<file path="src/hdl/GrayCounterPkg.sv">
// shared widths and types for the Gray counter bank
package GrayCounterPkg;

	// bits per count
	localparam int countWidth = 8;

	// counter channels in the bank
	localparam int numChannels = 4;

	// bits needed to name a channel
	localparam int chanWidth = $clog2(numChannels);

	// prefix architecture for the incrementer
	// 0 serial, 1 Brent-Kung, 2 Sklansky
	localparam int prefixSpeed = 1;

	// Gray-coded count as held in the counters
	typedef logic [countWidth-1:0] grayT;

	// binary count as presented at the readout
	typedef logic [countWidth-1:0] binT;

	// channel index
	typedef logic [chanWidth-1:0] chanT;

endpackage

</file>
<file path="src/hdl/CounterIf.sv">
`timescale 1ns/1ns

// one counter channel between decoder, counter and readout
interface CounterIf import GrayCounterPkg::*; ();

	// single-cycle increment request
	logic inc;
	// single-cycle clear request
	logic clear;
	// current Gray count
	grayT count;
	// sticky wrap indication
	logic wrap;

	modport decoder (output inc, output clear);
	modport counter (input inc, input clear, output count, output wrap);
	modport reader (input count, input wrap);

endinterface

</file>
<file path="src/hdl/CountReadout.sv">
`timescale 1ns/1ns

// selects one channel and presents its count in binary
module CountReadout import GrayCounterPkg::*; (
	input  logic     clk,
	input  logic     rstN,
	input  chanT     readChannel,
	CounterIf.reader chans [numChannels],
	output binT      readCount,
	output logic     readWrap
);

	grayT                   counts [numChannels];
	logic [numChannels-1:0] wraps;
	grayT                   selGray;
	binT                    selBin;

	// interface arrays only take constant indices
	// so gather into plain arrays first
	for (genvar i = 0; i < numChannels; i++) begin : gather
		assign counts[i] = chans[i].count;
		assign wraps[i]  = chans[i].wrap;
	end

	// Gray to binary, running xor from the top bit down
	always_comb begin
		selGray = counts[readChannel];
		selBin[countWidth-1] = selGray[countWidth-1];
		for (int i = countWidth - 2; i >= 0; i--) begin
			selBin[i] = selBin[i+1] ^ selGray[i];
		end
	end

	always_ff @(posedge clk or negedge rstN) begin
		if (!rstN) begin
			readCount <= '0;
			readWrap  <= 1'b0;
		end else begin
			readCount <= selBin;
			readWrap  <= wraps[readChannel];
		end
	end

	// once a clear has emptied every wrap flag the next readout shows none
	assert property (@(posedge clk) disable iff (!rstN) (wraps == '0) |=> !readWrap);

endmodule

</file>
<file path="src/hdl/EventDecoder.sv">
`timescale 1ns/1ns

// registers an event and fans it out as per-channel strobes
module EventDecoder import GrayCounterPkg::*; (
	input  logic             clk,
	input  logic             rstN,
	input  logic             eventValid,
	input  chanT             eventChannel,
	input  logic             clearAll,
	CounterIf.decoder        chans [numChannels]
);

	logic [numChannels-1:0] incNext;
	logic [numChannels-1:0] incVec;
	logic                   clearQ;

	// one-hot of the named channel, suppressed by a clear in the same cycle
	always_comb begin
		incNext = '0;
		if (eventValid && !clearAll) begin
			incNext[eventChannel] = 1'b1;
		end
	end

	always_ff @(posedge clk or negedge rstN) begin
		if (!rstN) begin
			incVec <= '0;
			clearQ <= 1'b0;
		end else begin
			incVec <= incNext;
			clearQ <= clearAll;
		end
	end

	// clear goes to every channel
	for (genvar i = 0; i < numChannels; i++) begin : fanOut
		assign chans[i].inc   = incVec[i];
		assign chans[i].clear = clearQ;
	end

	// only one counter may step per cycle
	assert property (@(posedge clk) disable iff (!rstN) $onehot0(incVec));

endmodule

</file>
<file path="src/hdl/GrayCounter.sv">
`timescale 1ns/1ns

// one Gray counter channel with sticky wrap flag
module GrayCounter import GrayCounterPkg::*; (
	input  logic      clk,
	input  logic      rstN,
	CounterIf.counter chan
);

	grayT nextCount;
	logic atTop;

	// next code, equal to the current one when inc is low
	IncGrayC #(
		.width(countWidth),
		.speed(prefixSpeed)
	) incrementer (
		.A(chan.count),
		.CI(chan.inc),
		.Z(nextCount)
	);

	// Gray code of all ones
	// only the top bit set
	assign atTop = chan.count[countWidth-1] && (chan.count[countWidth-2:0] == '0);

	always_ff @(posedge clk or negedge rstN) begin
		if (!rstN) begin
			chan.count <= '0;
			chan.wrap  <= 1'b0;
		end else if (chan.clear) begin
			chan.count <= '0;
			chan.wrap  <= 1'b0;
		end else begin
			chan.count <= nextCount;
			// stepping past the top sets the flag until the next clear
			if (chan.inc && atTop) begin
				chan.wrap <= 1'b1;
			end
		end
	end

	// Gray property
	// without a clear the count moves by one bit at most
	assert property (@(posedge clk) disable iff (!rstN)
		!chan.clear |=> $countones(chan.count ^ $past(chan.count)) <= 1);

endmodule

</file>
<file path="src/hdl/GrayCounterBank.sv">
`timescale 1ns/1ns

// bank of Gray event counters with a single binary readout port
module GrayCounterBank import GrayCounterPkg::*; (
	input  logic clk,
	input  logic rstN,
	input  logic eventValid,
	input  chanT eventChannel,
	input  logic clearAll,
	input  chanT readChannel,
	output binT  readCount,
	output logic readWrap
);

	// one link per channel
	CounterIf chans [numChannels] ();

	// event in, strobes out
	EventDecoder decoder (
		.clk(clk),
		.rstN(rstN),
		.eventValid(eventValid),
		.eventChannel(eventChannel),
		.clearAll(clearAll),
		.chans(chans)
	);

	// identical counter channels
	for (genvar i = 0; i < numChannels; i++) begin : channel
		GrayCounter counter (
			.clk(clk),
			.rstN(rstN),
			.chan(chans[i])
		);
	end

	// mux, decode and register the selected channel
	CountReadout reader (
		.clk(clk),
		.rstN(rstN),
		.readChannel(readChannel),
		.chans(chans),
		.readCount(readCount),
		.readWrap(readWrap)
	);

endmodule

</file>
<file path="src/hdl/IncGrayC.sv">
`timescale 1ns/1ns

// Gray code incrementer with carry-in
// parity of A picks which bit toggles
//   even parity toggles bit 0
//   odd parity toggles the bit above the lowest set bit
module IncGrayC #(
	parameter int width = 16,
	parameter int speed = 1
) (
	input  logic [width-1:0] A,
	input  logic             CI,
	output logic [width-1:0] Z
);

	logic             parity;
	logic             lateGate;
	logic [width-2:0] propIn;
	logic [width-2:0] propOut;
	logic [width-1:0] toggle;

	// parity of the operand
	assign parity = ^A;

	// propagate is high while the lower operand bits stay zero
	assign propIn[width-2:1] = ~A[width-3:0];

	// serial form folds parity into the chain head
	// tree forms apply it after the prefix to keep it off the critical path
	if (speed == 0) begin : earlyParity
		assign propIn[0] = CI & parity;
		assign lateGate  = 1'b1;
	end else begin : lateParity
		assign propIn[0] = CI;
		assign lateGate  = parity;
	end

	// propOut[i] means all operand bits below i are zero
	PrefixAnd #(
		.width(width - 1),
		.speed(speed)
	) prefix (
		.PI(propIn),
		.PO(propOut)
	);

	// bit i toggles when bit i-1 is the lowest set bit
	for (genvar i = 2; i < width - 1; i++) begin : midBits
		assign toggle[i] = A[i-1] & propOut[i-1] & lateGate;
	end

	// top bit also toggles when it is the only one set
	assign toggle[width-1] = propOut[width-2] & lateGate;

	// low two bits decoded directly
	assign toggle[1] = CI & parity & A[0];
	assign toggle[0] = CI & ~parity;

	assign Z = A ^ toggle;

endmodule

</file>
<file path="src/hdl/PrefixAnd.sv">
`timescale 1ns/1ns

// running AND over the propagate inputs
// PO[i] is the AND of PI[0] up to PI[i]
module PrefixAnd #(
	parameter int width = 8,
	parameter int speed = 1
) (
	input  logic [width-1:0] PI,
	output logic [width-1:0] PO
);

	// tree depth, at least one level so a 1-bit word still elaborates
	localparam int depth = (width > 1) ? $clog2(width) : 1;

	// Sklansky tree
	// each level merges the upper half of every block with the top of its lower half
	if (speed == 2) begin : sklansky
		logic [width-1:0] lvl [0:depth];

		assign lvl[0] = PI;
		for (genvar l = 1; l <= depth; l++) begin : levels
			for (genvar i = 0; i < width; i++) begin : bits
				if ((i >> (l - 1)) % 2 == 1) begin : merge
					assign lvl[l][i] = lvl[l-1][i] & lvl[l-1][((i >> (l - 1)) << (l - 1)) - 1];
				end else begin : pass
					assign lvl[l][i] = lvl[l-1][i];
				end
			end
		end
		assign PO = lvl[depth];
	end

	// Brent-Kung tree
	// up sweep builds power-of-two groups, down sweep fills the gaps
	if (speed == 1) begin : brentKung
		logic [width-1:0] lvl [0:2*depth-1];

		assign lvl[0] = PI;
		// up sweep, span doubles each level
		for (genvar l = 1; l <= depth; l++) begin : up
			for (genvar i = 0; i < width; i++) begin : bits
				if ((i + 1) % (2 ** l) == 0) begin : merge
					assign lvl[l][i] = lvl[l-1][i] & lvl[l-1][i - 2 ** (l - 1)];
				end else begin : pass
					assign lvl[l][i] = lvl[l-1][i];
				end
			end
		end
		// down sweep, span halves each level
		for (genvar l = depth + 1; l < 2 * depth; l++) begin : down
			for (genvar i = 0; i < width; i++) begin : bits
				if (i >= 2 ** (2 * depth - l) &&
					(i + 1) % (2 ** (2 * depth - l)) == 2 ** (2 * depth - l - 1)) begin : merge
					assign lvl[l][i] = lvl[l-1][i] & lvl[l-1][i - 2 ** (2 * depth - l - 1)];
				end else begin : pass
					assign lvl[l][i] = lvl[l-1][i];
				end
			end
		end
		assign PO = lvl[2*depth-1];
	end

	// serial ripple chain
	if (speed == 0) begin : serial
		logic [width-1:0] chain;

		assign chain[0] = PI[0];
		for (genvar i = 1; i < width; i++) begin : bits
			assign chain[i] = PI[i] & chain[i-1];
		end
		assign PO = chain;
	end

endmodule
</file>
<file path="config.mk">
export PLATFORM = sky130hd
export DESIGN_NAME = GrayCounterBank
export DESIGN_NICKNAME = d
export VERILOG_FILES = /design/src/hdl/GrayCounterPkg.sv /design/src/hdl/CounterIf.sv /design/src/hdl/CountReadout.sv /design/src/hdl/EventDecoder.sv /design/src/hdl/GrayCounter.sv /design/src/hdl/GrayCounterBank.sv /design/src/hdl/IncGrayC.sv /design/src/hdl/PrefixAnd.sv
export SDC_FILE = /design/constraint.sdc
export NUM_CORES = 1
export LEC_CHECK = 0
export BUFFER_PORTS_ARGS = -buffer_cell sky130_fd_sc_hd__buf_4
export CORE_AREA = 2 2 89 91
export CTS_CLUSTER_SIZE = 40
export DETAILED_ROUTE_END_ITERATION = 7
export DIE_AREA = 0 0 91 93
export SLEW_MARGIN = 20
export SYNTH_ARGS = -nofsm -noshare
export SYNTH_HDL_FRONTEND = slang
export SYNTH_SLANG_ARGS = --single-unit
</file>
<file path="constraint.sdc">
create_clock -name clk -period 2.5 [get_ports clk]
set_input_delay 0.125 -clock clk [delete_from_list [all_inputs] [get_ports clk]]
set_output_delay 0.125 -clock clk [all_outputs]
set_load 0.05 [all_outputs]
</file>
==> results.py <==
metrics = {
    "status": {
        "status": "finished clean",
    },
    "critical_path": {
        "crit_path_start": "channel[0].counter.chan.count[0]$_DFF_PN0_",
        "critPathMaxFanout": 6,
        "crit_path_end_kind": "flip-flop",
        "endpoint": "channel[0].counter.chan.count[7]$_DFF_PN0_",
        "cp-start-kind": "flip-flop",
        "required_ns": 2.73,
        "reg2regPathDepth": 7,
        "cp.arrival_ns": 2.48,
        "r2r-start": "channel[0].counter.chan.count[0]$_DFF_PN0_",
        "r2r-end": "channel[0].counter.chan.count[7]$_DFF_PN0_",
        "crit_type": "reg2reg",
        "reg2reg_slack_ns": 0.25,
    },
    "finish": {
        "fill_cells": 750,
        "final_common_cell": "dfrtp_1",
        "num-nets-final": 316,
        "drive_above_1_share_pct": 12.5,
        "diodes": 0,
        "utilization_pct": 44.0,
        "syn2layout_area_growth_pct": 13.8,
        "final_area_sq_um": 3310,
        "final_cell_mix": "dfrtp_1 (50), nor2_1 (42), xnor2_1 (30)",
    },
    "timing": {
        "setup_viol": 0,
        "tightest_slew_ns": 0.640,
        "finalWorstSetupSlack_ns": 0.253,
        "slew_viol_final": 0,
        "grt_setup_unrepaired": "no",
        "setup-tns-final_ns": 0,
        "fmax_mhz": 445,
        "finalClockSkew_ns": 0.0131,
        "hold_viol": 0,
        "period_minus_slack_ns": 2.25,
        "slew-limit-headroom_pct": 57.3,
        "timing.final.crit_share_pct": 89.9,
    },
    "global_route": {
        "grt_use_total_pct": 14.7,
        "grt_pass1_vias": 2015,
        "grt_pass1_wl_um": 9870,
        "antenna_found_initial": 0,
        "grt_overflow": 0,
        "grt_max_degree": 51,
    },
    "clock_tree": {
        "worst_setup_hold_path_clk_slew_ns": 0.09,
        "cts_buffers": 5,
        "h-tree-depth": 2,
        "tritoncts": "built",
        "clock_latency_ns": 0.31,
        "clkSinkCount": 50,
        "cts_setup_buffers": 0,
        "post_cts_resized": 0,
        "ctsHoldBuffers": 4,
        "cts.path.max_buffers": 2,
        "cts-root-buf": "clkbuf_8",
    },
    "synth": {
        "ys_types": 32,
        "synth_cells": 273,
        "yosys.area.top_type_share_pct": 43.0,
        "yosysWarnings": 0,
        "avgSynthCellArea_sq_um": 10.7,
        "seq_area_frac_synth_pct": 43.0,
        "synth_area_leader_cell": "dfrtp_1",
        "synthTopCellsByArea": "dfrtp_1 (43%), xnor2_1 (9.0%), mux4_1 (6.3%), nor2_1 (5.4%), ha_1 (5.2%)",
        "syn_area_sq_um": 2910,
        "synth_fp_nets": 293,
        "ys_ff_latch": 50,
    },
    "floorplan": {
        "row_count": 32,
        "io_pins": 17,
        "die_y_um": 93,
        "dieArea_sq_um": 8460,
        "core_area_sq_um": 7530,
        "die_width_um": 91,
        "initial_core_util_pct": 38.7,
    },
    "detailed_routing": {
        "ant_nets": 0,
        "drc": 0,
        "wl_per_cell_um": 14.1,
        "drt-vias-per-instance": 4.95,
        "num_vias": 1974,
        "drt_iter0_drc": 81,
        "first_pass_iters": 4,
        "routed_wl_um": 5640,
    },
    "placement": {
        "dp_hpwl_um": 4130,
        "gp_congestion": 0.846,
        "dp_worst_setup_slack_ns": 0.273,
        "io_buffer_count": 16,
        "dpl-instance-area_sq_um": 3160,
    },
    "power_and_ir_drop": {
        "p_leak_uw": 0.00152,
        "peakVddDrop_uv": 197,
        "power_density_nw_per_um2": 448,
        "power_uw": 1480,
    },
    "run": {
        "cap_violations": 0,
    },
    "worst_hold_path": {
        "holdPathStages": 2,
        "hold_class": "in2reg",
    },
}
layer usage:
| metal | wire length [um] | up-vias | share of wire (%) | track usage [%] |
|---|---|---|---|---|
| met5 | 0 | - | 0 | 0 |
| met4 | 140 | 0 | 2.5 | 5.93 |
| met3 | 152 | 12 | 2.7 | 2.50 |
| met2 | 2670 | 28 | 47 | 24.3 |
| met1 | 2680 | 960 | 47 | 19.4 |
| li1 | - | 974 | - | - |
flip-flops by register name (all words and copies together), names as in the netlist:
signal and count:
channel.counter.chan.count 32, channel.counter.chan.wrap 4, decoder.chans.clear 1, decoder.incVec 4, reader.readCount 8, reader.readWrap 1
worst min path at each step:
| stage | endpoint | startpoint | slack, ns |
|---|---|---|---|
| after global routing | reader.readWrap$_DFF_PN0_ | readChannel[1] | 0.18 |
| after global placement | channel[2].counter.chan.count[0]$_DFF_PN0_ | rstN | 0.19 |
| after detailed placement | channel[2].counter.chan.count[0]$_DFF_PN0_ | rstN | 0.19 |
| final | reader.readWrap$_DFF_PN0_ | readChannel[1] | 0.19 |
| after CTS | reader.readWrap$_DFF_PN0_ | readChannel[1] | 0.18 |
| after floorplan | channel[0].counter.chan.count[0]$_DFF_PN0_ | rstN | -0.17 |
logic make-up after synthesis:
| logic type | share of synthesized area (%) |
|---|---|
| xor gates and xnor gates | 19.0 |
| AOI/OAI and AO/OA | 2.06 |
| DFF | 43.0 |
| muxes | 7.87 |
| and+or+nand+nor | 17.5 |
| adders and majority gates | 5.16 |
| buffers and inverters | 5.46 |
worst max-delay path: stages, from the launching register on:
cell and delay (ns):
dfrtp_1 0.46, inv_1 0.13, ha_1 0.29, xnor3_1 0.38
xnor2_1 0.25, nand4_1 0.17, or3_1 0.34, a21oi_1 0.15
synthesized netlist by cell type:
| library cell | instances |
|---|---|
| ha_1 | 12 |
| nor4_1 | 6 |
| o21ai_0 | 2 |
| a31oi_1 | 4 |
| clkbuf_2 | 1 |
| nor3b_1 | 1 |
| clkbuf_1 | 9 |
| a21oi_1 | 3 |
| and4b_1 | 4 |
| xnor2_2 | 1 |
| dfrtp_1 | 50 |
| buf_6 | 1 |
| or3_1 | 2 |
| and3_1 | 2 |
| xor2_2 | 2 |
| or4_1 | 3 |
| and4_1 | 1 |
| mux4_2 | 2 |
| buf_1 | 1 |
| xnor2_1 | 30 |
| nor3_1 | 9 |
| nand2_1 | 2 |
| inv_1 | 28 |
| nand4_1 | 12 |
| xnor3_1 | 4 |
| o21ba_2 | 1 |
| nand3_1 | 14 |
| xor2_1 | 14 |
| nor2b_1 | 2 |
| xnor2_4 | 1 |
| nor2_1 | 42 |
| mux4_1 | 7 |
layout make-up:
type / instances / area, sq um / area share [%]
Inverter: 28 / 105 / 3.17
Sequential cell: 50 / 1250 / 37.8
Timing Repair Buffer: 28 / 220 / 6.65
Clock buffer: 7 / 76.3 / 2.31
Clock inverter: 1 / 30.0 / 0.907
Multi-Input combinational cell: 183 / 1500 / 45.3
Tap cell: 102 / 128 / 3.85
where the power goes:
part,internal (uW),switching [uW]
clock network,300,259
registers,814,12.4
logic,41.6,56.4
total,1160,328
stage by stage:
step | instances | hold WS [ns]
floorplan | 273 | -0.171
global placement | 387 | 0.186
detailed placement | 387 | 0.190
CTS | 399 | 0.178
global route | 399 | 0.180
finish | 399 | 0.189
Power figures use the tool's default switching activity.
